File: src/obj_line_pkg.sv
// shared constants for the sprite line renderer; sprite RAM words are 16 bits, four per sprite
package obj_line_pkg;

    localparam int NUM_SPRITES = 256;    // sprites scanned per line
    localparam int NUM_LEVELS  = 16;     // priority levels
    localparam int QUEUE_DEPTH = 256;    // entries per level, power of two
    localparam int LINE_WIDTH  = 320;    // visible pixels
    localparam int RAM_AW      = 13;     // sprite RAM word address width

    // attribute word layout
    localparam int ATTR_ACTIVE_BIT = 15; // word 0
    localparam int ATTR_XFLIP_BIT  = 12; // word 0
    localparam int ATTR_PRI_LSB    = 8;  // word 0, 4 bits
    localparam int ATTR_PAL_LSB    = 2;  // word 0, 6 bits
    localparam int ATTR_POS_LSB    = 7;  // words 2 and 3, 9 bits
    localparam int ATTR_SIZE_LSB   = 0;  // words 2 and 3, 4 bits

    localparam int TILE_ROW_BYTES = 32;  // offset step per tile

    // pixel word: priority 15:12, palette 9:4, code 3:0
    localparam int PIX_W = 16;

endpackage

File: src/obj_line_if.sv
// sprite RAM request and queue pop buses; RAM data is valid one cycle after grant
interface obj_ram_if #(
    parameter int AW = 13
);
    logic          req;
    logic [AW-1:0] addr_a;   // base word of the pair
    logic [AW-1:0] addr_b;   // second word, offset chosen by requester
    logic          gnt;
    logic [15:0]   rdata_a;
    logic [15:0]   rdata_b;
    logic          rvalid;

    modport requester (
        output req, addr_a, addr_b,
        input  gnt, rdata_a, rdata_b, rvalid
    );

    modport arbiter (
        input  req, addr_a, addr_b,
        output gnt, rdata_a, rdata_b, rvalid
    );
endinterface


File: src/obj_ram_arbiter.sv
// fixed priority, drawer wins a tie; only one requester may own the RAM pair per cycle
module obj_ram_arbiter import obj_line_pkg::*; (
    input  logic              clk_i,
    input  logic              rst_i,
    obj_ram_if.arbiter        scan_bus,
    obj_ram_if.arbiter        draw_bus,
    output logic [RAM_AW-1:0] spr_ram_addr_a_o,
    output logic [RAM_AW-1:0] spr_ram_addr_b_o,
    input  logic [15:0]       spr_ram_data_a_i,
    input  logic [15:0]       spr_ram_data_b_i
);

    logic scan_own_q;   // owner of the read now returning
    logic draw_own_q;

    assign draw_bus.gnt = draw_bus.req;
    assign scan_bus.gnt = scan_bus.req & ~draw_bus.req;

    assign spr_ram_addr_a_o = draw_bus.req ? draw_bus.addr_a : scan_bus.addr_a;
    assign spr_ram_addr_b_o = draw_bus.req ? draw_bus.addr_b : scan_bus.addr_b;

    always_ff @(posedge clk_i or posedge rst_i) begin
        if (rst_i) begin
            scan_own_q <= 1'b0;
            draw_own_q <= 1'b0;
        end else begin
            scan_own_q <= scan_bus.gnt;
            draw_own_q <= draw_bus.gnt;
        end
    end

    assign scan_bus.rvalid  = scan_own_q;
    assign draw_bus.rvalid  = draw_own_q;
    assign scan_bus.rdata_a = spr_ram_data_a_i;
    assign scan_bus.rdata_b = spr_ram_data_b_i;
    assign draw_bus.rdata_a = spr_ram_data_a_i;
    assign draw_bus.rdata_b = spr_ram_data_b_i;

endmodule

File: src/flat_wrapper.sv
// flat-port wrapper written by rule: the top's interface ports become plain ports
module obj_ram_arbiter_flat import obj_line_pkg::*;
  (clk_i, rst_i, spr_ram_addr_a_o, spr_ram_addr_b_o, spr_ram_data_a_i, spr_ram_data_b_i, scan_bus_req, scan_bus_addr_a, scan_bus_addr_b, scan_bus_gnt, scan_bus_rdata_a, scan_bus_rdata_b, scan_bus_rvalid, draw_bus_req, draw_bus_addr_a, draw_bus_addr_b, draw_bus_gnt, draw_bus_rdata_a, draw_bus_rdata_b, draw_bus_rvalid);
  obj_ram_if scan_bus_i ();
  obj_ram_if draw_bus_i ();
  input  logic clk_i;
  input  logic rst_i;
  output logic [RAM_AW-1:0] spr_ram_addr_a_o;
  output logic [RAM_AW-1:0] spr_ram_addr_b_o;
  input  logic [15:0] spr_ram_data_a_i;
  input  logic [15:0] spr_ram_data_b_i;
  input wire logic [$bits(scan_bus_i.req)-1:0] scan_bus_req;
  input wire logic [$bits(scan_bus_i.addr_a)-1:0] scan_bus_addr_a;
  input wire logic [$bits(scan_bus_i.addr_b)-1:0] scan_bus_addr_b;
  output wire logic [$bits(scan_bus_i.gnt)-1:0] scan_bus_gnt;
  output wire logic [$bits(scan_bus_i.rdata_a)-1:0] scan_bus_rdata_a;
  output wire logic [$bits(scan_bus_i.rdata_b)-1:0] scan_bus_rdata_b;
  output wire logic [$bits(scan_bus_i.rvalid)-1:0] scan_bus_rvalid;
  input wire logic [$bits(draw_bus_i.req)-1:0] draw_bus_req;
  input wire logic [$bits(draw_bus_i.addr_a)-1:0] draw_bus_addr_a;
  input wire logic [$bits(draw_bus_i.addr_b)-1:0] draw_bus_addr_b;
  output wire logic [$bits(draw_bus_i.gnt)-1:0] draw_bus_gnt;
  output wire logic [$bits(draw_bus_i.rdata_a)-1:0] draw_bus_rdata_a;
  output wire logic [$bits(draw_bus_i.rdata_b)-1:0] draw_bus_rdata_b;
  output wire logic [$bits(draw_bus_i.rvalid)-1:0] draw_bus_rvalid;
  assign scan_bus_i.req = scan_bus_req;
  assign scan_bus_i.addr_a = scan_bus_addr_a;
  assign scan_bus_i.addr_b = scan_bus_addr_b;
  assign scan_bus_gnt = scan_bus_i.gnt;
  assign scan_bus_rdata_a = scan_bus_i.rdata_a;
  assign scan_bus_rdata_b = scan_bus_i.rdata_b;
  assign scan_bus_rvalid = scan_bus_i.rvalid;
  assign draw_bus_i.req = draw_bus_req;
  assign draw_bus_i.addr_a = draw_bus_addr_a;
  assign draw_bus_i.addr_b = draw_bus_addr_b;
  assign draw_bus_gnt = draw_bus_i.gnt;
  assign draw_bus_rdata_a = draw_bus_i.rdata_a;
  assign draw_bus_rdata_b = draw_bus_i.rdata_b;
  assign draw_bus_rvalid = draw_bus_i.rvalid;
  obj_ram_arbiter u_core (.clk_i(clk_i), .rst_i(rst_i), .scan_bus(scan_bus_i), .draw_bus(draw_bus_i), .spr_ram_addr_a_o(spr_ram_addr_a_o), .spr_ram_addr_b_o(spr_ram_addr_b_o), .spr_ram_data_a_i(spr_ram_data_a_i), .spr_ram_data_b_i(spr_ram_data_b_i));
endmodule
File: config.mk
export PLATFORM = sky130hd
export DESIGN_NAME = obj_ram_arbiter_flat
export DESIGN_NICKNAME = d
export VERILOG_FILES = /design/src/obj_line_pkg.sv /design/src/obj_line_if.sv /design/src/obj_ram_arbiter.sv /design/src/flat_wrapper.sv
export SDC_FILE = /design/constraint.sdc
export NUM_CORES = 1
export LEC_CHECK = 0
export BUFFER_PORTS_ARGS = -buffer_cell sky130_fd_sc_hd__buf_4
export CORE_AREA = 2 2 70 72
export CTS_BUF_LIST = sky130_fd_sc_hd__clkbuf_2
export DETAILED_ROUTE_END_ITERATION = 6
export DIE_AREA = 0 0 72 74
export HOLD_SLACK_MARGIN = 0.06
export PLACE_DENSITY_LB_ADDON = 0.08
export SETUP_SLACK_MARGIN = 0.4
export SYNTH_ARGS = -nofsm -noshare
export SYNTH_HDL_FRONTEND = slang
export SYNTH_SLANG_ARGS = --single-unit
File: constraint.sdc
create_clock -name clk_i -period 2.8 [get_ports clk_i]
set_clock_uncertainty 0.2 [all_clocks]
set_input_delay 0.56 -clock clk_i [delete_from_list [all_inputs] [get_ports clk_i]]
set_output_delay 0.56 -clock clk_i [all_outputs]
set_load 0.01 [all_outputs]
======== Word-level counts from Yosys, hierarchy flattened ========
Index checks and enable logic that the tools add are counted.
W data, S select, Z words.
operators by class
  bitwise gates (word level) .............. 2
  muxes and demuxes ....................... 2
operators by type and width
  operator       count
  $mux W13       2
  $and A1 B1 Y1  1
  $not A1 Y1     1
word-level totals
  flip-flop bits (word level) ............. 2
  input bits .............................. 88
  logic and storage cells ................. 6

======== Longest topological paths before layout ========
  word-level depth ........................ 2
  depth in mapped cells ................... 3

======== Worst setup path after synthesis ========
Ideal clock, no wire load.
  kind .................................... in2out
  start ................................... in draw_bus_req
  end ..................................... out spr_ram_addr_a_o[0]
  stages .................................. 3
  path slack .............................. 0.902 ns
  arrival ................................. 1.138 ns
  buffers on the path ..................... 2
  path through ............................ buf_6 -> buf_12 -> mux2_4
between the ends
  cells in the longest elaborated chain, start to end .. 1
ends and longest elaborated chain
  element             RTL line               source
  start: declaration  flat_wrapper.sv:19     input wire logic [$bits(draw_bus_i.req)-1:0] draw_bus_req;
  $mux W13            obj_ram_arbiter.sv:19  assign spr_ram_addr_a_o = draw_bus.req ? draw_bus.addr_a : scan_bus.addr_a;
  end: declaration    flat_wrapper.sv:8      output logic [RAM_AW-1:0] spr_ram_addr_a_o;
No other way between the ends.

======== Worst setup path after layout ========
  start ................................... in draw_bus_req
  end ..................................... out spr_ram_addr_b_o[0]
between the ends
  cells in the longest elaborated chain, start to end .. 1
ends and longest elaborated chain
  element           RTL line               source
  $mux W13          obj_ram_arbiter.sv:20  assign spr_ram_addr_b_o = draw_bus.req ? draw_bus.addr_b : scan_bus.addr_b;
  end: declaration  flat_wrapper.sv:9      output logic [RAM_AW-1:0] spr_ram_addr_b_o;
No other way between the ends.

==> flow_metrics.tcl <==
set metrics [dict create \
    syn_inst 98 \
    ctsHtreeMaxLevel 1 \
    drt-total-wl_um 2320 \
    grt_antenna_before_repair 0 \
    post-place-ws_ps 541 \
    crit_top_cell "buf_4" \
    crit_buf_inv 2 \
    ys_warn_count 0 \
    drcViolationCount 0 \
    synthMuxAreaShare_pct 37.8 \
    setup_slack_ps 557 \
    hold_buffers 1 \
    finalWeightedCongestion 0.596 \
    crit_arrival_ps 1480 \
    crit_required_ps 2040 \
    grt_max_degree 30 \
    via_per_inst 3.92 \
    cts_inserted_buffers 3 \
    yosys-top-cells-area "buf_4 51%, mux2_4 30%, mux2_2 8.2%" \
    drtIter0Drc 6 \
    finalSetupViolCount 0 \
    ys_seq_area_share_pct 5.19 \
    die_h_um 74 \
    crit_slowest_cell "buf_4" \
    synth-edff-count 0 \
    die_x_um 72 \
    synth-adder-area-share_pct 0 \
    synth_seq_cells 2 \
    grt_overflow 0 \
    cp_slowest_stage_delay_ps 390 \
    synth-async-reset-ratio_pct 100 \
    route.vias.total 679 \
    setup_tns_ps 0 \
    synthTopCellsByCount "65 x buf_4, 19 x mux2_4, 7 x mux2_2" \
    postRouteAntennaNets 0 \
    hp-class "in -> reg" \
    slew_headroom_pct 69.2 \
    status "finished, final reports clean" \
    coreArea_um2 4600 \
    track_usage_pct 7.72 \
    max_cap_violations 0 \
    end_kind "output port" \
    post_cts_buffers 0 \
    cts_tree "done" \
    synth-simple-area-share_pct 0.649 \
    die_area_um2 5330 \
    cts.repair.resized 0 \
    cp_max_fo 29 \
    grt_pass1_vias 736 \
    cts_sinks 2 \
    synthFlopType "dfrtp_1" \
    num_io_pins 182 \
    synth_area_um2 963 \
    synthesis.nets 186 \
    synth_top_family_by_area "buffers and inverters" \
    grt_setup_unrepaired "false" \
    slew_violations 0 \
    num_antenna_cells 0 \
    start_kind "primary input" \
    fmax_mhz 446 \
    leakage_nw 0.641 \
    path_delay_family "buffers and inverters" \
    worst_pin_slew_ps 462 \
    worstSetupPathType "in -> out" \
    clk_path_buf_depth 2 \
    wire_per_inst_um 13.4 \
    hold_viol 0 \
    final_cell_area_um2 1150 \
    synth_cell_types 8 \
    finalCritPeriodShare_pct 80.1 \
    placed_cell_area_um2 1130 \
    synth_xor_area_share_pct 0 \
    drive_above_1_share_pct 95.8 \
    clockRootBuffer "clkbuf_2" \
    synthMostInstantiatedCell "buf_4" \
    grt_first_pass_wirelength_um 3130 \
    fin_crit_ps 2240 \
    firstDrtPassIters 2 \
    syn_to_final_growth_pct 19.9 \
    synth.avg_cell_area_um2 9.83 \
    power_density_nw_per_um2 225 \
    start_util_pct 21.0 \
    synth_compound_area_share_pct 0 \
    yosys.area.top_type "buf_4" \
    numPortBuffers 85 \
    path_cells "buf_4, mux2_2, buf_4" \
    synth_top_cell_area_share_pct 50.6 \
    peakVddDrop_mv 0.104 \
    path_clk_slew_ps 30 \
    rows 25 \
    final_nets 209 \
]
[layer usage]
metal  track usage (%)  wire, um
met1              5.69       606
met2              14.3      1290
met3              3.93       342
met4              7.13        82
met5                 0         0
[area by class of cell]
cell class	count	area, um^2
timing repair buffer	86	648
clock buffer	3	15.0
sequential	2	50.0
inverter	1	3.75
tap	54	67.6
fill	483	3440
multi-input combinational	27	370
[kinds of logic (layout without fill, tap and decap cells)]
logic type             Yosys count  after routing
buffers and inverters           69             90
flip-flops                       2              2
multiplexers                    26             26
AND/OR/NAND/NOR                  1              1
[state kept, by name, indices dropped and copies added (netlist names)]
register                cells
u_core.scan_bus.rvalid      1
u_core.draw_bus.rvalid      1
[metrics by stage]
step,hold WS [ps],power (mW),instances,utilization (%)
floorplan,101,0.208,98,-
global placement,218,0.216,169,24.6
detailed placement,222,0.216,169,24.6
CTS,435,0.267,173,25.1
global route,439,0.277,173,25.1
finish,451,0.260,173,25.1
[layout by cell type (no fill, tap or decap)]
cell type      count
dfrtp_1            2
mux2_4            19
dlygate4sd3_1      1
inv_1              1
mux2_2             7
buf_4             85
clkbuf_2           3
nor2b_1            1
[report_power, final]
group | switching [mW] | internal [mW]
Combinational | 0.0576 | 0.126
Clock | 0.0170 | 0.0285
Sequential | 0.000369 | 0.0306
[worst paths after layout]
path,start,to,slack [ps],depth (start not counted)
max,draw_bus_req,spr_ram_addr_b_o[0],560,3
min,scan_bus_req,u_core.scan_bus.rvalid,450,2
max in group asynchronous,rst_i,u_core.draw_bus.rvalid,1710,3
min in group asynchronous,rst_i,u_core.scan_bus.rvalid,580,3
Power figures use the tool's default switching activity.
