### src/obj_line_pkg.sv
// shared constants for the sprite line renderer; sprite RAM words are 16 bits, four per sprite
package obj_line_pkg;

    localparam int NUM_SPRITES = 256;    // sprites scanned per line
    localparam int NUM_LEVELS  = 16;     // priority levels
    localparam int QUEUE_DEPTH = 256;    // entries per level, power of two
    localparam int LINE_WIDTH  = 320;    // visible pixels
    localparam int RAM_AW      = 13;     // sprite RAM word address width

    // attribute word layout
    localparam int ATTR_ACTIVE_BIT = 15; // word 0
    localparam int ATTR_XFLIP_BIT  = 12; // word 0
    localparam int ATTR_PRI_LSB    = 8;  // word 0, 4 bits
    localparam int ATTR_PAL_LSB    = 2;  // word 0, 6 bits
    localparam int ATTR_POS_LSB    = 7;  // words 2 and 3, 9 bits
    localparam int ATTR_SIZE_LSB   = 0;  // words 2 and 3, 4 bits

    localparam int TILE_ROW_BYTES = 32;  // offset step per tile

    // pixel word: priority 15:12, palette 9:4, code 3:0
    localparam int PIX_W = 16;

endpackage

### src/obj_line_if.sv
// sprite RAM request and queue pop buses; RAM data is valid one cycle after grant
interface obj_ram_if #(
    parameter int AW = 13
);
    logic          req;
    logic [AW-1:0] addr_a;   // base word of the pair
    logic [AW-1:0] addr_b;   // second word, offset chosen by requester
    logic          gnt;
    logic [15:0]   rdata_a;
    logic [15:0]   rdata_b;
    logic          rvalid;

    modport requester (
        output req, addr_a, addr_b,
        input  gnt, rdata_a, rdata_b, rvalid
    );

    modport arbiter (
        input  req, addr_a, addr_b,
        output gnt, rdata_a, rdata_b, rvalid
    );
endinterface


### src/obj_line_scanner.sv
// y visibility only: no wrap-around at 512 and no clipping at the top of the screen
module obj_line_scanner import obj_line_pkg::*; (
    input  logic                           clk_i,
    input  logic                           rst_i,
    input  logic                           line_start_i,
    input  logic [8:0]                     vrender_i,
    input  logic [8:0]                     scroll_y_i,
    input  logic                           busy_i,
    obj_ram_if.requester                   ram,
    output logic                           q_clear_o,
    output logic                           q_push_o,
    output logic [$clog2(NUM_LEVELS)-1:0]  q_push_level_o,
    output logic [$clog2(NUM_SPRITES)-1:0] q_push_index_o,
    output logic                           scan_busy_o,
    output logic                           scan_done_o
);

    localparam logic [1:0] S_IDLE = 2'd0;
    localparam logic [1:0] S_REQ  = 2'd1;
    localparam logic [1:0] S_DATA = 2'd2;
    localparam logic [1:0] S_DONE = 2'd3;

    logic [1:0]                     state;
    logic [$clog2(NUM_SPRITES)-1:0] spr;
    logic                           start_ok;
    logic [8:0]                     spr_y;
    logic [4:0]                     rows;     // height in tiles
    logic [9:0]                     y_end;
    logic                           visible;

    assign start_ok = line_start_i && (state == S_IDLE) && !busy_i;

    // word 0 on port A, word 3 on port B
    assign ram.req    = (state == S_REQ);
    assign ram.addr_a = RAM_AW'({spr, 2'b00});
    assign ram.addr_b = ram.addr_a + RAM_AW'(3);

    assign spr_y   = ram.rdata_b[ATTR_POS_LSB +: 9] + scroll_y_i;
    assign rows    = ram.rdata_b[ATTR_SIZE_LSB +: 4] + 5'd1;
    assign y_end   = {1'b0, spr_y} + {2'b00, rows, 3'b000};
    assign visible = (vrender_i >= spr_y) && ({1'b0, vrender_i} < y_end);

    assign q_clear_o      = start_ok;
    assign q_push_o       = (state == S_DATA) && ram.rvalid
                            && ram.rdata_a[ATTR_ACTIVE_BIT] && visible;
    assign q_push_level_o = ram.rdata_a[ATTR_PRI_LSB +: 4];
    assign q_push_index_o = spr;

    assign scan_busy_o = (state != S_IDLE);
    assign scan_done_o = (state == S_DONE);  // one cycle, after the last push

    always_ff @(posedge clk_i or posedge rst_i) begin
        if (rst_i) begin
            state <= S_IDLE;
            spr   <= '0;
        end else begin
            case (state)
                S_IDLE: if (start_ok) begin
                    spr   <= '0;
                    state <= S_REQ;
                end
                S_REQ: if (ram.gnt) state <= S_DATA;
                S_DATA: if (ram.rvalid) begin
                    if (spr == $clog2(NUM_SPRITES)'(NUM_SPRITES - 1)) begin
                        state <= S_DONE;
                    end else begin
                        spr   <= spr + 1'b1;
                        state <= S_REQ;
                    end
                end
                default: state <= S_IDLE;
            endcase
        end
    end

endmodule

### src/flat_wrapper.sv
// flat-port wrapper written by rule: the top's interface ports become plain ports
module obj_line_scanner_flat import obj_line_pkg::*;
  (clk_i, rst_i, line_start_i, vrender_i, scroll_y_i, busy_i, q_clear_o, q_push_o, q_push_level_o, q_push_index_o, scan_busy_o, scan_done_o, ram_req, ram_addr_a, ram_addr_b, ram_gnt, ram_rdata_a, ram_rdata_b, ram_rvalid);
  obj_ram_if ram_i ();
  input  logic clk_i;
  input  logic rst_i;
  input  logic line_start_i;
  input  logic [8:0] vrender_i;
  input  logic [8:0] scroll_y_i;
  input  logic busy_i;
  output logic q_clear_o;
  output logic q_push_o;
  output logic [$clog2(NUM_LEVELS)-1:0] q_push_level_o;
  output logic [$clog2(NUM_SPRITES)-1:0] q_push_index_o;
  output logic scan_busy_o;
  output logic scan_done_o;
  output wire logic [$bits(ram_i.req)-1:0] ram_req;
  output wire logic [$bits(ram_i.addr_a)-1:0] ram_addr_a;
  output wire logic [$bits(ram_i.addr_b)-1:0] ram_addr_b;
  input wire logic [$bits(ram_i.gnt)-1:0] ram_gnt;
  input wire logic [$bits(ram_i.rdata_a)-1:0] ram_rdata_a;
  input wire logic [$bits(ram_i.rdata_b)-1:0] ram_rdata_b;
  input wire logic [$bits(ram_i.rvalid)-1:0] ram_rvalid;
  assign ram_req = ram_i.req;
  assign ram_addr_a = ram_i.addr_a;
  assign ram_addr_b = ram_i.addr_b;
  assign ram_i.gnt = ram_gnt;
  assign ram_i.rdata_a = ram_rdata_a;
  assign ram_i.rdata_b = ram_rdata_b;
  assign ram_i.rvalid = ram_rvalid;
  obj_line_scanner u_core (.clk_i(clk_i), .rst_i(rst_i), .line_start_i(line_start_i), .vrender_i(vrender_i), .scroll_y_i(scroll_y_i), .busy_i(busy_i), .ram(ram_i), .q_clear_o(q_clear_o), .q_push_o(q_push_o), .q_push_level_o(q_push_level_o), .q_push_index_o(q_push_index_o), .scan_busy_o(scan_busy_o), .scan_done_o(scan_done_o));
endmodule
### config.mk
export PLATFORM = sky130hd
export DESIGN_NAME = obj_line_scanner_flat
export DESIGN_NICKNAME = d
export VERILOG_FILES = /design/src/obj_line_pkg.sv /design/src/obj_line_if.sv /design/src/obj_line_scanner.sv /design/src/flat_wrapper.sv
export SDC_FILE = /design/constraint.sdc
export NUM_CORES = 1
export LEC_CHECK = 0
export ABC_AREA = 1
export BUFFER_PORTS_ARGS = -buffer_cell sky130_fd_sc_hd__buf_2
export CAP_MARGIN = 10
export CORE_ASPECT_RATIO = 2
export CORE_UTILIZATION = 42
export CTS_CLUSTER_DIAMETER = 100
export DETAILED_ROUTE_END_ITERATION = 12
export PLACE_DENSITY = 0.83
export SKIP_CTS_REPAIR_TIMING = 1
export SLEW_MARGIN = 25
export SYNTH_ARGS = -nofsm -noshare
export SYNTH_HDL_FRONTEND = slang
export SYNTH_SLANG_ARGS = --single-unit
### constraint.sdc
create_clock -name clk_i -period 2.9 [get_ports clk_i]
set_clock_uncertainty 0.05 [all_clocks]
set_input_delay 0.29 -clock clk_i [delete_from_list [all_inputs] [get_ports clk_i]]
set_output_delay 0.29 -clock clk_i [all_outputs]
set_load 0.01 [all_outputs]
# Yosys cells after proc, flatten, opt, wreduce, memory -nomap -nowiden
# Index checks and enable logic that the tools add are counted.
dict set report word_totals {
  input_bits 56
  wordCells 38
  reg_bits 10
  output_inout_bits 43
}
dict set report classes {
  n_reduce_logical 12
  n_lt_le_gt_ge 2
  n_eq_ne 8
  n_addsub 5
  muxes 9
}
# operator count
set ops {}
lappend ops {{two-way mux 8 bit} 3}
lappend ops {{one-hot mux 8 bit (2 select lines)} 1}
lappend ops {{adder 10 x 2 -> 11 bit (second input constant)} 1}
lappend ops {{adder 9 x 8 -> 10 bit} 1}
lappend ops {{< comparator 9 x 10 -> 1 bit} 1}
lappend ops {{adder 9 bit} 1}
lappend ops {{>= comparator 9 bit} 1}
lappend ops {{adder 8 x 1 -> 8 bit (second input constant)} 1}
lappend ops {{== test 8 bit (second input constant)} 1}
lappend ops {{two-way mux 2 bit} 4}
lappend ops {{logical AND 1 bit} 6}
lappend ops {{inequality test 2 bit (second input constant)} 3}
lappend ops {{one-hot mux 2 bit (3 select lines)} 1}
lappend ops {{adder 4 x 1 -> 5 bit (second input constant)} 1}
lappend ops {{== test 2 bit (second input constant)} 2}
lappend ops {{AND reduction 4 bit} 1}
lappend ops {{nonzero test 2 bit} 2}
lappend ops {{AND reduction 3 bit} 1}
lappend ops {{== test 2 x 1 -> 1 bit (second input constant)} 1}
lappend ops {{logical NOT 2 bit} 1}
lappend ops {{inequality test 2 x 1 -> 1 bit (second input constant)} 1}
lappend ops {{logical NOT 1 bit} 1}

# Logic depth before layout (Yosys ltp)
dict set report depth {
  ltp_word 5
  mapped_depth 26
  mapped_depth_nobuf 26
}

# Worst setup path after synthesis
# No wires, ideal clock.
dict set report synth_path {
  kind {input to output}
  from {input ram_rdata_b[7]}
  to {output q_push_o}
  path_stages 20
  path_slack_ps -345
  path_buffers 0
  t_arrival_ps 2905
  path_cell_list {ha_1 > fa_1 > nand3_2 > nand2_2 > nand2_1 > nand2_1 > xor2_2 > ha_1 > a21oi_1 > inv_1 > a31oi_1 > xor2_1 > ha_1 > nand2_1 > nand2_1 > nand2_1 > nand2_1 > nand3_1 > nand2_1 > nor2_1}
}
dict set report synth_between {
  elab_chain_len 5
  word_cells_on_any_way 6
}
# item line_no
set synth_lines {}
lappend synth_lines {{start: declaration} flat_wrapper.sv:22} ;# input wire logic [$bits(ram_i.rdata_b)-1:0] ram_rdata_b;
lappend synth_lines {{adder 9 bit (*)} obj_line_scanner.sv:38} ;# assign spr_y = ram.rdata_b[ATTR_POS_LSB +: 9] + scroll_y_i;
lappend synth_lines {{adder 9 x 8 -> 10 bit} obj_line_scanner.sv:40} ;# assign y_end = {1'b0, spr_y} + {2'b00, rows, 3'b000};
lappend synth_lines {{< comparator 9 x 10 -> 1 bit} obj_line_scanner.sv:41} ;# assign visible = (vrender_i >= spr_y) && ({1'b0, vrender_i} < y_end);
lappend synth_lines {{logical AND 1 bit (*)} obj_line_scanner.sv:41}
lappend synth_lines {{logical AND 1 bit (*)} obj_line_scanner.sv:45} ;# && ram.rdata_a[ATTR_ACTIVE_BIT] && visible;
lappend synth_lines {{end: declaration} flat_wrapper.sv:12} ;# output logic q_push_o;
# Every way passes the cells marked *; elsewhere a longest branch is shown, timed or not.

# Worst setup path after layout
dict set report layout_path {
  from {input ram_rdata_b[9]}
  to {output q_push_o}
}
# The elaborated chain is that of the path after synthesis.

==> impl_metrics.ini <==
[layout]
instances_no_fill = 419
antenna_cells = 0
drive_gt1_share_pct = 41.1
design_area_um2 = 2640
nFillCells = 371
fin_util_pct = 60.7
final_nets = 450
syn_to_final_growth_pct = 37.6

[critical_path]
max_stage_delay_ns = 0.32
critPathKind = primary input to primary output
cpMostUsedCell = nand2_1
cp_num_buf_inv = 3
worstPathRequired_ns = 2.56
arrival_ns = 3.04
path_max_fanout = 3
crit_family = simple AND/OR/NAND/NOR gates
slowest_stage = ha_1
worstPathCellList = buf_2 > ha_4 > or2_1 > nand3_2 > nand2_1 > nand2_1 > nand2_1 > ha_1 > inv_2 > o21bai_1 > a31oi_1 > xor2_1 > ha_1 > nand2_1 > nand2_1 > nand2_1 > nand2_1 > nand2_1 > nand2_1 > nand3_2 > nand2_2 > nor2_2 > buf_2
startpoint_type = primary input
end_kind = primary output

[yosys]
yosys_warnings = 0
syn-cell-area_um2 = 1920
synth_edf_count = 0
synthDistinctLibCells = 38
ys_ff_latch = 10
postSynthAreaPerCell_um2 = 6.65
seq_area_frac_synth_pct = 13.1
netlist.area_leader.share_pct = 17.6
yosys_most_used_dff = dfrtp_1
syn_inst = 288
synth_top_cell_by_area = ha_1
synthArstFlopShare_pct = 100
ys_top_cells_by_area = ha_1 (18%), dfrtp_1 (13%), nand2_1 (13%), buf_4 (12%), inv_1 (9.4%)

[floorplan]
die_w_um = 49.8
core_region_area_um2 = 4340
start_util_pct = 44.1
io_pins = 99
die_h_um = 97.5
die_area_um2 = 4850
placementRows = 34

[global_routing]
grt-ovfl-total = 0
grt_pass1_wl_mm = 7.54
top_usage_layer = met2
met2_usage_pct = 39.9
grt_max_degree = 11
antenna_found_initial = 0
use_met1_pct = 17.0
use_met3_pct = 1.56
grt_pass1_vias = 1946
grt_use_total_pct = 19.8

[sta]
post-route-min-period_ns = 3.38
rsz0062_at_grt = yes
setup_ws_ns = -0.484
setup_violations = 1
hold_viol = 0
slew_violations = 0
timing.hold.ws_ns = 0.257
finalCritPeriodShare_pct = 117
fmax_mhz = 296
setup_tns_ns = -0.484

[pwr]
p_int_w = 0.000668
combinationalPowerShare_pct = 69.5
swShare_pct = 47.7
p_switching_w = 0.000609
seqPwrFrac_pct = 16.2
pwr_density_cell_nw_per_um2 = 485
ir_drop_v = 0.000304
clock_power_share_pct = 14.3
power.leakage_nw = 1.55

[worst_hold_path]
hp-class = primary input to flip-flop

[placement]
placed_cell_area_um2 = 2400
place_inst = 412
gp_congestion = 0.928
hpwl_mm = 3.99
io_buffers = 66

[clocking]
clkLatencyLatePin_ns = 0.25
numCtsBuffers = 3
tritoncts = done
cts.clk_slew.worst_paths_ns = 0.05
clock_tree.root_cell = clkbuf_8
cts_num_sinks = 10
cts_buffer_depth = 2
cts_max_level = 1

[drt]
routedWlPerCell_um = 11.8
drtAntennaViolNets = 0
vias_per_cell = 4.94
routed_wl_mm = 4.94
num_vias = 2070
dr.first_iter.drc_count = 56
drc = 0
drtPass1Iterations = 4

[flow_run]
maxCapViolCount = 0

[status]
violations = setup timing
status = complete, but fails checks
-- cells in the final DEF, fill, tap and decap left out, types with 2 or more instances in the layout --
cell type / n
conb_1: 10
nand3_1: 21
a21oi_1: 7
a21oi_2: 2
o31ai_1: 2
nor2_2: 2
xor2_4: 2
xor2_1: 7
buf_4: 27
nor2_1: 12
nand4_1: 5
o21ai_0: 2
nand2_4: 7
buf_6: 3
buf_2: 64
dfrtp_1: 10
a31oi_1: 2
xor2_2: 2
o21a_1: 2
or2_1: 2
nand3_2: 3
clkbuf_8: 4
o21ai_1: 2
ha_4: 6
nand2_2: 7
xnor2_1: 2
inv_1: 45
inv_2: 9
ha_1: 20
nand2_1: 57
-- worst paths after layout --
kind | start | end | slack (ns) | depth (start not counted)
hold reg to reg | u_core.q_push_index_o[1]$_DFFE_PP0P_ | u_core.q_push_index_o[1]$_DFFE_PP0P_ | 0.52 | 2
hold / removal | ram_rvalid | u_core.state[0]$_DFFE_PP0P_ | 0.26 | 3
setup reg to reg | u_core.q_push_index_o[1]$_DFFE_PP0P_ | u_core.q_push_index_o[3]$_DFFE_PP0P_ | 1.05 | 11
max in group asynchronous | rst_i | u_core.q_push_index_o[4]$_DFFE_PP0P_ | 1.99 | 3
setup / recovery | ram_rdata_b[9] | q_push_o | -0.48 | 23
min in group asynchronous | rst_i | u_core.state[1]$_DFFE_PP0P_ | 0.52 | 3
-- layout make-up --
type | count | area (um^2) | area share, %
inverter | 57 | 221 | 8.40
multi-input combinational | 199 | 1470 | 55.9
sequential | 10 | 250 | 9.50
timing repair buffer | 95 | 567 | 21.5
clock buffer | 4 | 55.1 | 2.09
tap | 54 | 67.6 | 2.56
-- layer usage --
layer / share of wire, % / wire, um / up-vias
li1: - / - / 1020
met3: 4.8 / 237 / 22
met1: 30 / 1500 / 937
met2: 60 / 2940 / 91
met4: 5.3 / 260 / 0
met5: 0 / 0 / -
-- worst register-to-register path: cells and delay by family, from the launching register on --
family / cells / cell delay, ns
buf+inv: 1 / 0.06
simple gates: 8 / 0.81
xor+xnor: 1 / 0.15
flops: 1 / 0.41
fa+ha+maj: 1 / 0.27
-- synthesized netlist by cell type, drive strengths merged, types with 2 or more instances --
| master | count |
|---|---|
| clkinv | 2 |
| dfrtp | 10 |
| nor2 | 15 |
| o31ai | 2 |
| nand4 | 6 |
| o21a | 2 |
| conb | 2 |
| inv | 55 |
| a31oi | 3 |
| o21ai | 4 |
| xnor2 | 2 |
| a21oi | 10 |
| nand3 | 25 |
| xor2 | 11 |
| nand2 | 71 |
| nor3 | 2 |
| or2 | 3 |
| buf | 30 |
| ha | 27 |
-- stage by stage --
stage / setup slack, ns / total power [W]
after floorplan: -0.114 / 0.000795
after global placement: -0.432 / 0.000988
after detailed placement: -0.519 / 0.00102
after CTS: -0.519 / 0.00120
after global routing: -0.655 / 0.00139
final: -0.484 / 0.00128
-- cells by family after synthesis --
logic type                 count (synthesis)  share of synthesized area (%)
AOI/OAI and AO/OA                         23                           7.18
xor gates and xnor gates                  13                           6.34
adders and majority gates                 28                           18.7
buffers and inverters                     87                           23.2
DFF                                       10                           13.1
other                                      2                          0.392
and+or+nand+nor                          125                           31.2
-- power groups by stage --
stage / clock [W] / sequential, W / combinational (W)
final: 0.000183 / 0.000207 / 0.000887
after global routing: 0.000184 / 0.000211 / 0.000991
after CTS: 0.000179 / 0.000208 / 0.000814
after detailed placement: 0 / 0.000210 / 0.000811
after global placement: 0 / 0.000207 / 0.000781
after floorplan: 0 / 0.000212 / 0.000583
-- sequential cells by signal, indices dropped and copies added (netlist names) --
| name | cells |
|---|---|
| u_core.q_push_index_o | 8 |
| u_core.state | 2 |
Note: power is estimated with default switching activity, not from simulation.
