--- config.mk ---
export PLATFORM = sky130hd
export DESIGN_NAME = obj_tile_drawer_flat
export DESIGN_NICKNAME = d
export VERILOG_FILES = /design/src/obj_line_pkg.sv /design/src/obj_line_if.sv /design/src/obj_tile_drawer.sv /design/src/flat_wrapper.sv
export SDC_FILE = /design/constraint.sdc
export NUM_CORES = 1
export LEC_CHECK = 0
export ABC_AREA = 1
export BUFFER_PORTS_ARGS = -buffer_cell sky130_fd_sc_hd__clkbuf_2
export CORE_ASPECT_RATIO = 1.1
export CORE_MARGIN = 4
export CORE_UTILIZATION = 27
export CTS_CLUSTER_SIZE = 28
export DETAILED_ROUTE_END_ITERATION = 7
export SYNTH_ARGS = -nofsm -noshare
export SYNTH_HDL_FRONTEND = slang
export SYNTH_SLANG_ARGS = --single-unit
--- constraint.sdc ---
create_clock -name clk_i -period 7.1 [get_ports clk_i]
set_input_delay 0.71 -clock clk_i [delete_from_list [all_inputs] [get_ports clk_i]]
set_output_delay 0.71 -clock clk_i [all_outputs]
set_load 0.005 [all_outputs]
--- src/obj_line_pkg.sv ---
// shared constants for the sprite line renderer; sprite RAM words are 16 bits, four per sprite
package obj_line_pkg;

    localparam int NUM_SPRITES = 256;    // sprites scanned per line
    localparam int NUM_LEVELS  = 16;     // priority levels
    localparam int QUEUE_DEPTH = 256;    // entries per level, power of two
    localparam int LINE_WIDTH  = 320;    // visible pixels
    localparam int RAM_AW      = 13;     // sprite RAM word address width

    // attribute word layout
    localparam int ATTR_ACTIVE_BIT = 15; // word 0
    localparam int ATTR_XFLIP_BIT  = 12; // word 0
    localparam int ATTR_PRI_LSB    = 8;  // word 0, 4 bits
    localparam int ATTR_PAL_LSB    = 2;  // word 0, 6 bits
    localparam int ATTR_POS_LSB    = 7;  // words 2 and 3, 9 bits
    localparam int ATTR_SIZE_LSB   = 0;  // words 2 and 3, 4 bits

    localparam int TILE_ROW_BYTES = 32;  // offset step per tile

    // pixel word: priority 15:12, palette 9:4, code 3:0
    localparam int PIX_W = 16;

endpackage

--- src/obj_line_if.sv ---
// sprite RAM request and queue pop buses; RAM data is valid one cycle after grant
interface obj_ram_if #(
    parameter int AW = 13
);
    logic          req;
    logic [AW-1:0] addr_a;   // base word of the pair
    logic [AW-1:0] addr_b;   // second word, offset chosen by requester
    logic          gnt;
    logic [15:0]   rdata_a;
    logic [15:0]   rdata_b;
    logic          rvalid;

    modport requester (
        output req, addr_a, addr_b,
        input  gnt, rdata_a, rdata_b, rvalid
    );

    modport arbiter (
        input  req, addr_a, addr_b,
        output gnt, rdata_a, rdata_b, rvalid
    );
endinterface

interface obj_queue_if #(
    parameter int IW = 8
);
    logic          pop;
    logic [IW-1:0] index;
    logic          index_valid;  // one cycle after pop
    logic          empty;

    modport queue (
        input  pop,
        output index, index_valid, empty
    );

    modport drawer (
        output pop,
        input  index, index_valid, empty
    );
endinterface

--- src/obj_tile_drawer.sv ---
// no vertical flip or chaining; pixels past LINE_W are dropped, x does not wrap
module obj_tile_drawer import obj_line_pkg::*; #(
    parameter int LINE_W = LINE_WIDTH
) (
    input  logic                      clk_i,
    input  logic                      rst_i,
    input  logic                      scan_done_i,
    input  logic [8:0]                vrender_i,
    input  logic [8:0]                scroll_x_i,
    input  logic [8:0]                scroll_y_i,
    obj_ram_if.requester              ram,
    obj_queue_if.drawer               pop_bus,
    output logic                      gfx_cs_o,
    output logic [14:0]               tile_number_o,
    output logic [15:0]               tile_offs_o,
    output logic [2:0]                tile_bank_o,
    input  logic                      gfx_ok_i,
    input  logic [31:0]               gfx_data_i,
    output logic                      wr_en_o,
    output logic [$clog2(LINE_W)-1:0] wr_addr_o,
    output logic [PIX_W-1:0]          wr_data_o,
    output logic                      draw_busy_o
);

    localparam logic [3:0] S_IDLE  = 4'd0;
    localparam logic [3:0] S_NEXT  = 4'd1;
    localparam logic [3:0] S_INDEX = 4'd2;
    localparam logic [3:0] S_REQ01 = 4'd3;
    localparam logic [3:0] S_REQ23 = 4'd4;
    localparam logic [3:0] S_ATTR  = 4'd5;
    localparam logic [3:0] S_TILE  = 4'd6;
    localparam logic [3:0] S_GFX   = 4'd7;
    localparam logic [3:0] S_DRAW  = 4'd8;

    logic [3:0]  state;
    logic [3:0]  col;        // tile column within the sprite
    logic [2:0]  px;         // pixel within the tile
    logic [7:0]  spr_idx;
    logic [15:0] w0, w1, w2, w3;
    logic [31:0] gfx_word;
    logic [RAM_AW-1:0] base;
    logic [8:0]  spr_x, spr_y, row;
    logic [3:0]  xsize;
    logic [6:0]  p;
    logic [9:0]  x_pos;
    logic [3:0]  code;
    logic [15:0] offs;

    assign base       = RAM_AW'({spr_idx, 2'b00});
    assign ram.req    = (state == S_REQ01) || (state == S_REQ23);
    assign ram.addr_a = (state == S_REQ23) ? base + RAM_AW'(2) : base;
    assign ram.addr_b = ram.addr_a + RAM_AW'(1);

    assign pop_bus.pop = (state == S_NEXT) && !pop_bus.empty;
    assign draw_busy_o = (state != S_IDLE);

    assign spr_x = w2[ATTR_POS_LSB +: 9] + scroll_x_i;
    assign spr_y = w3[ATTR_POS_LSB +: 9] + scroll_y_i;
    assign row   = vrender_i - spr_y;
    assign xsize = w2[ATTR_SIZE_LSB +: 4];
    assign p     = {col, px};
    assign x_pos = w0[ATTR_XFLIP_BIT] ? {1'b0, spr_x} + {3'b000, xsize, 3'b111} - {3'b000, p}
                                      : {1'b0, spr_x} + {3'b000, p};

    // tile rows above, then line within the tile, then column
    assign offs = 16'(row[8:3]) * (16'(xsize) + 16'd1) * 16'(TILE_ROW_BYTES)
                + 16'({row[2:0], 2'b00})
                + 16'(col) * 16'(TILE_ROW_BYTES);

    assign code      = gfx_word[{px, 2'b00} +: 4];  // nibble 0 is leftmost
    assign wr_en_o   = (state == S_DRAW) && (code != 4'd0) && (x_pos < LINE_W);
    assign wr_addr_o = x_pos[$clog2(LINE_W)-1:0];
    assign wr_data_o = {w0[ATTR_PRI_LSB +: 4], 2'b00, w0[ATTR_PAL_LSB +: 6], code};

    always_ff @(posedge clk_i or posedge rst_i) begin
        if (rst_i) begin
            state    <= S_IDLE;
            gfx_cs_o <= 1'b0;
            col      <= '0;
            px       <= '0;
        end else begin
            case (state)
                S_IDLE:  if (scan_done_i) state <= S_NEXT;
                S_NEXT:  state <= pop_bus.empty ? S_IDLE : S_INDEX;
                S_INDEX: if (pop_bus.index_valid) state <= S_REQ01;
                S_REQ01: if (ram.gnt) state <= S_REQ23;
                S_REQ23: if (ram.gnt) state <= S_ATTR;
                S_ATTR: if (ram.rvalid) begin
                    col   <= '0;
                    state <= S_TILE;
                end
                S_TILE: begin
                    gfx_cs_o <= 1'b1;
                    state    <= S_GFX;
                end
                S_GFX: if (gfx_ok_i) begin
                    gfx_cs_o <= 1'b0;
                    px       <= '0;
                    state    <= S_DRAW;
                end
                S_DRAW: begin
                    px <= px + 1'b1;
                    if (px == 3'd7) begin
                        if (col == xsize) begin
                            state <= S_NEXT;
                        end else begin
                            col   <= col + 1'b1;
                            state <= S_TILE;
                        end
                    end
                end
                default: state <= S_IDLE;
            endcase
        end
    end

    always_ff @(posedge clk_i) begin
        if (state == S_INDEX && pop_bus.index_valid) spr_idx <= pop_bus.index;
        if (state == S_REQ23 && ram.rvalid) begin   // words 0 and 1
            w0 <= ram.rdata_a;
            w1 <= ram.rdata_b;
        end
        if (state == S_ATTR && ram.rvalid) begin
            w2 <= ram.rdata_a;
            w3 <= ram.rdata_b;
        end
        if (state == S_TILE) begin                   // held stable until gfx_ok_i
            tile_number_o <= w1[14:0];
            tile_offs_o   <= offs;
            tile_bank_o   <= {w0[1:0], w1[15]};
        end
        if (state == S_GFX && gfx_ok_i) gfx_word <= gfx_data_i;
    end

endmodule

--- src/flat_wrapper.sv ---
// flat-port wrapper written by rule: the top's interface ports become plain ports
module obj_tile_drawer_flat import obj_line_pkg::*;
#(
    parameter int LINE_W = LINE_WIDTH
)
  (clk_i, rst_i, scan_done_i, vrender_i, scroll_x_i, scroll_y_i, gfx_cs_o, tile_number_o, tile_offs_o, tile_bank_o, gfx_ok_i, gfx_data_i, wr_en_o, wr_addr_o, wr_data_o, draw_busy_o, ram_req, ram_addr_a, ram_addr_b, ram_gnt, ram_rdata_a, ram_rdata_b, ram_rvalid, pop_bus_pop, pop_bus_index, pop_bus_index_valid, pop_bus_empty);
  obj_ram_if ram_i ();
  obj_queue_if pop_bus_i ();
  input  logic clk_i;
  input  logic rst_i;
  input  logic scan_done_i;
  input  logic [8:0] vrender_i;
  input  logic [8:0] scroll_x_i;
  input  logic [8:0] scroll_y_i;
  output logic gfx_cs_o;
  output logic [14:0] tile_number_o;
  output logic [15:0] tile_offs_o;
  output logic [2:0] tile_bank_o;
  input  logic gfx_ok_i;
  input  logic [31:0] gfx_data_i;
  output logic wr_en_o;
  output logic [$clog2(LINE_W)-1:0] wr_addr_o;
  output logic [PIX_W-1:0] wr_data_o;
  output logic draw_busy_o;
  output wire logic [$bits(ram_i.req)-1:0] ram_req;
  output wire logic [$bits(ram_i.addr_a)-1:0] ram_addr_a;
  output wire logic [$bits(ram_i.addr_b)-1:0] ram_addr_b;
  input wire logic [$bits(ram_i.gnt)-1:0] ram_gnt;
  input wire logic [$bits(ram_i.rdata_a)-1:0] ram_rdata_a;
  input wire logic [$bits(ram_i.rdata_b)-1:0] ram_rdata_b;
  input wire logic [$bits(ram_i.rvalid)-1:0] ram_rvalid;
  output wire logic [$bits(pop_bus_i.pop)-1:0] pop_bus_pop;
  input wire logic [$bits(pop_bus_i.index)-1:0] pop_bus_index;
  input wire logic [$bits(pop_bus_i.index_valid)-1:0] pop_bus_index_valid;
  input wire logic [$bits(pop_bus_i.empty)-1:0] pop_bus_empty;
  assign ram_req = ram_i.req;
  assign ram_addr_a = ram_i.addr_a;
  assign ram_addr_b = ram_i.addr_b;
  assign ram_i.gnt = ram_gnt;
  assign ram_i.rdata_a = ram_rdata_a;
  assign ram_i.rdata_b = ram_rdata_b;
  assign ram_i.rvalid = ram_rvalid;
  assign pop_bus_pop = pop_bus_i.pop;
  assign pop_bus_i.index = pop_bus_index;
  assign pop_bus_i.index_valid = pop_bus_index_valid;
  assign pop_bus_i.empty = pop_bus_empty;
  obj_tile_drawer #(.LINE_W(LINE_W)) u_core (.clk_i(clk_i), .rst_i(rst_i), .scan_done_i(scan_done_i), .vrender_i(vrender_i), .scroll_x_i(scroll_x_i), .scroll_y_i(scroll_y_i), .ram(ram_i), .pop_bus(pop_bus_i), .gfx_cs_o(gfx_cs_o), .tile_number_o(tile_number_o), .tile_offs_o(tile_offs_o), .tile_bank_o(tile_bank_o), .gfx_ok_i(gfx_ok_i), .gfx_data_i(gfx_data_i), .wr_en_o(wr_en_o), .wr_addr_o(wr_addr_o), .wr_data_o(wr_data_o), .draw_busy_o(draw_busy_o));
endmodule
After elaboration in Yosys (flattened, before gate mapping)
Index checks and enable logic that the tools add are counted.
{"block": "totals", "ff_bits": 147, "output_inout_bits": 90, "input_bits": 107}
{"block": "op_classes", "mux": 20, "shifts": 1, "order_cmp": 1, "n_addsub": 13, "n_eq_ne": 18, "reduce_logical": 19, "mul": 1}
{"operator": "4-bit two-way mux", "count": 10}
{"operator": "4-bit case mux with 9 select lines", "count": 1}
{"operator": "32-bit by 6-bit variable part select with 4-bit output", "count": 1}
{"operator": "9-bit by 7-bit adder with 10-bit output", "count": 2}
{"operator": "9-bit adder", "count": 2}
{"operator": "16-bit by 5-bit adder with 16-bit output", "count": 1}
{"operator": "16-bit by 9-bit adder with 16-bit output", "count": 1}
{"operator": "4-bit by 3-bit equality test with 1-bit output, second input constant", "count": 4}
{"operator": "6-bit by 16-bit multiplier with 11-bit output", "count": 1}
{"operator": "2-bit != test, second input constant", "count": 8}
{"operator": "13-bit by 1-bit adder with 13-bit output, second input constant", "count": 1}
{"operator": "13-bit two-way mux", "count": 1}
{"operator": "10-bit by 2-bit adder with 11-bit output, second input constant", "count": 1}
{"operator": "10-bit by 9-bit less-than comparator with 1-bit output, second input constant", "count": 1}
{"operator": "10-bit two-way mux", "count": 1}
{"operator": "10-bit by 7-bit subtractor with 10-bit output", "count": 1}
{"operator": "9-bit subtractor", "count": 1}
{"operator": "4-bit by 2-bit equality test with 1-bit output, second input constant", "count": 2}
{"operator": "4-bit case mux with 2 select lines", "count": 1}
{"operator": "4-bit nonzero test", "count": 2}
{"operator": "1-bit logical AND", "count": 7}
{"operator": "7-bit AND reduction", "count": 1}
{"operator": "3-bit two-way mux", "count": 2}
{"operator": "3-bit case mux with 2 select lines", "count": 1}
{"operator": "16 further kinds", "count": 19}

Logic depth before layout (Yosys ltp)
{"block": "logic_depth", "word_depth": 6, "depth_mapped": 27, "ltp_nobuf": 27}

Worst setup path after synthesis
No wires, ideal clock.
{"block": "synth_timing", "kind": "input -> register", "startpoint": "input scroll_y_i[2]", "endpoint": "register u_core.tile_offs_o[15] (data pin)", "n_path_buf": 0, "setup_ps": 254, "arrival_time_ps": 5230, "path_slack_ps": 1616, "stages": 25, "required_ps": 6846, "path_cell_list": "inv_1 -> fa_1 -> ha_1 -> a21oi_1 -> o21ai_1 -> nand2_1 -> nand2_1 -> a21oi_2 -> xor2_1 -> inv_1 -> nand2_1 -> fa_1 -> fa_1 -> fa_1 -> inv_1 -> ha_1 -> a21oi_2 -> nand2_2 -> xnor2_2 -> nor2_4 -> nand2_2 -> nor2_4 -> nand3_1 -> nand2_1 -> nand2_1"}
{"block": "synth_via", "elab_chain_cells": 5}
{"element": "start: declaration", "line": "flat_wrapper.sv:14", "rtl": "input logic [8:0] scroll_y_i;"}
{"element": "9-bit adder (*)", "line": "obj_tile_drawer.sv:58", "rtl": "assign spr_y = w3[ATTR_POS_LSB +: 9] + scroll_y_i;"}
{"element": "9-bit subtractor (*)", "line": "obj_tile_drawer.sv:59", "rtl": "assign row = vrender_i - spr_y;"}
{"element": "6-bit by 16-bit multiplier with 11-bit output", "line": "obj_tile_drawer.sv:66", "rtl": "assign offs = 16'(row[8:3]) * (16'(xsize) + 16'd1) * 16'(TILE_ROW_BYTES)"}
{"element": "16-bit by 5-bit adder with 16-bit output (*)", "line": "obj_tile_drawer.sv:67", "rtl": "+ 16'({row[2:0], 2'b00})"}
{"element": "16-bit by 9-bit adder with 16-bit output (*)", "line": "obj_tile_drawer.sv:68", "rtl": "+ 16'(col) * 16'(TILE_ROW_BYTES);"}
{"element": "named net u_core.offs[15]", "line": "obj_tile_drawer.sv:47", "rtl": "logic [15:0] offs;"}
{"element": "end signal: assignment", "line": "obj_tile_drawer.sv:129", "rtl": "tile_offs_o <= offs;"}
{"element": "end: declaration", "line": "obj_tile_drawer.sv:15", "rtl": "output logic [15:0] tile_offs_o,"}
The timed path passes the listed nets; every way through them passes the cells marked *.
A chain may end at the register's enable or synchronous reset.

Worst setup path after layout
Ends and elaborated chain as after synthesis.

==> impl_results.md <==
* Outcome: finished, final reports clean
* Post-synthesis mux area share at 0%
* WP data arrival at 5.70 ns
* EDFF count, synth at 123
* CTS Buf Count at 17
* XOR/XNOR Fraction of Synth Area at between 4 and 5%
* Max incr delay on CP at between 0.5 and 0.6 ns
* Starting Density at around 28%
* Adder-Cell Fraction of Synth Area at roughly 18%
* # DRC at 0
* CP max stage cell: fa_1
* Buf/Inv on CP at 4
* Initial drt markers at 221
* Layout cells sized above 1 at about a quarter
* Placed Area at 0.00946 mm²
* Largest delay contributor family on the critical path: adder cells
* Die area at ~0.033 mm²
* R2R Setup Slk at roughly 1.6 ns
* FF-to-FF Start: u_core.w3[9]
* Max IR drop VDD at around 0.13 mV
* Number of library cell types mapped by synthesis at 44
* DPL Wire Length at 14700 µm
* Largest family of logic cells by synthesized area: adder cells
* Worst rel slew slack at about a fifth
* Vias in the first global route at between 5000 and 6000
* Crit Path Class: input port to flip-flop
* Hold Crit Class: input port to async pin
* Worst Path Required at a little over 7 ns
* Core Area at approximately 0.030 mm²
* Async set or reset register ratio after synthesis at ~8.9%
* Gpl congestion at 0.835
* Design Area, Final at 0.0100 mm²
* Syn-to-layout area delta at 22.1%
* Final Cycle Share at between 70% and 80%
* Commonest non-fill, non-tap cell in the layout: clkbuf_2
* Min Clock Period, post-route at 5.53 ns
* Sequential area share after synthesis at between 40% and 50%
* Sink Count at 135
* Mapped Cells at 786
* CTS Hold Bufs at 0
* Synth Cell Area at 0.00822 mm²
* Clk_lat worst skew at between 0.4 and 0.5 ns
* Tot GR Track Use at between 10% and 20%
* RSZ-0062 raised after global routing: no
* Final Hold Vio Count at 0
* Post-synthesis register bit count at 135
* LEAKAGE at 4.57 nW
* Final hold slack at 0.305 ns
* WL/cell at roughly 13 µm
* Post-CTS setup buffer count at 0
* Overflow after GRT at 0
* CTS tree: built
* Post-CTS sizing at 0
* # nets final at 1176
* Critical Path End Type: flip-flop
* Total negative slack at 0 ns
* PortBufs at between 150 and 200
* CP dominant cell by count: nand2_1
* CP startpoint kind: input port
* Die Wd at 174 µm
* Clk slew on worst S/H paths at ~0.060 ns
* Reg2reg end: u_core.tile_offs_o[15]
* Fin. max-slew vios at 0
* Std cell rows at 66
* Largest net degree at the start of global routing at 33
* Die height at ~190 µm
* Util after Layout at between 30% and 40%
* Final wirelength at between 15000 and 20000 µm
* Most used DFF post-synth: edfxtp_1
* Simple-gate share of the synthesized area at between 10% and 20%
* Post-Syn Area per Cell at about 10 µm²
* Io pins at 197
* Clock root buffer: clkbuf_16
* Max-Cap Viols at 0
* Via count at ~5700
* First-pass GRT wire length at a little under 30000 µm
* DR pass1 iterations at 4
* Routed Antenna Nets at 0
* H-tree levels at 4
* Clock Path Buffers at 2
* Tightest Pin Transition at ~1.2 ns
* Most frequent cells in the layout: clkbuf_2 (184), nand2_1 (126), edfxtp_1 (123), inv_1 (107), ha_1 (75)
* Synth Warn # at 0
* Reg2Reg Depth at 24
* Crit path max fanout at 6
* Antenna diodes at 0
* Compound-Gate Fraction of Synth Area at under 10%
* Initial antenna violation count at 0
* Final setup viols at 0
* Clk_skew at approximately 0.0075 ns
* Fmax at 181 MHz
* Vias per cell at just over 4
* Power per Cell Area at 375 mW/mm²
[state kept, by name (all words and copies together) (netlist names), 4 cells and up]
| register | flops |
|---|---|
| u_core.gfx_word | 32 |
| u_core.w1 | 16 |
| u_core.tile_number_o | 15 |
| u_core.tile_offs_o | 14 |
| u_core.w0 | 13 |
| u_core.w2 | 13 |
| u_core.w3 | 9 |
| u_core.spr_idx | 8 |
| u_core.col | 4 |
| u_core.state | 4 |
[metal layers]
metal | vias up | wire [µm] | track usage (%) | part of all wire, %
met4 | 0 | 221 | 3.35 | 1.2
met3 | 12 | 834 | 2.89 | 4.5
met5 | - | 0 | 0 | 0
li1 | 2932 | - | - | -
met2 | 119 | 9720 | 20.6 | 52
met1 | 2668 | 7850 | 13.3 | 42
[worst max-delay path by stage]
stage,startpoint,endpoint,slack [ns],cells past startpoint
after CTS,u_core.w3[9],u_core.tile_offs_o[15],1.59,24
final,scroll_y_i[2],u_core.tile_offs_o[15],1.57,25
after global routing,u_core.w3[9],u_core.tile_offs_o[15],1.25,24
after floorplan,scroll_y_i[2],u_core.tile_offs_o[15],1.62,25
after global placement,scroll_y_i[2],u_core.tile_offs_o[15],1.27,25
after detailed placement,scroll_y_i[2],u_core.tile_offs_o[15],1.13,25
[synth_stat cells, types with 12 or more instances]
cell / instances / area (µm²)
buf_4: 33 / 248
fa_1: 28 / 561
inv_1: 107 / 402
o21ai_0: 39 / 195
xnor2_1: 16 / 140
nand2_1: 126 / 473
nand3_1: 38 / 190
dfrtp_1: 12 / 300
edfxtp_1: 123 / 3690
a21oi_1: 25 / 125
ha_1: 75 / 938
nor2_1: 71 / 267
xor2_1: 21 / 184
[report_power, final]
group          leakage, nW  internal [mW]  switching (mW)  total [mW]
clock network        0.267          0.548           0.329       0.876
logic                 3.04          0.693            1.10        1.79
registers             1.26           1.01          0.0870        1.10
total                 4.57           2.25            1.51        3.77
[cells by family after synthesis]
logic type | count (synthesis)
adders and majority gates | 103
xor gates and xnor gates | 40
and+or+nand+nor | 263
other | 2
AOI/OAI and AO/OA | 91
DFF | 135
buffers and inverters | 152
[cell type report]
| class | count | area (µm²) |
|---|---|---|
| Timing Repair Buffer | 187 | 943 |
| Clock inverter | 10 | 129 |
| Multi-Input combinational cell | 509 | 3570 |
| Tap cell | 408 | 510 |
| Fill cell | 3048 | 19800 |
| Sequential cell | 135 | 3990 |
| Clock buffer | 22 | 444 |
| Inverter | 116 | 438 |
[metrics by stage]
step | setup slack, ns | instances | power, mW
2_1_floorplan | 1.62 | 796 | 2.46
3_3_place_gp | 1.27 | 1355 | 2.90
3_5_place_dp | 1.13 | 1355 | 2.93
4_1_cts | 1.59 | 1387 | 3.83
5_1_grt | 1.25 | 1387 | 4.12
6_report | 1.57 | 1387 | 3.77
Note: power is estimated with default switching activity, not from simulation.
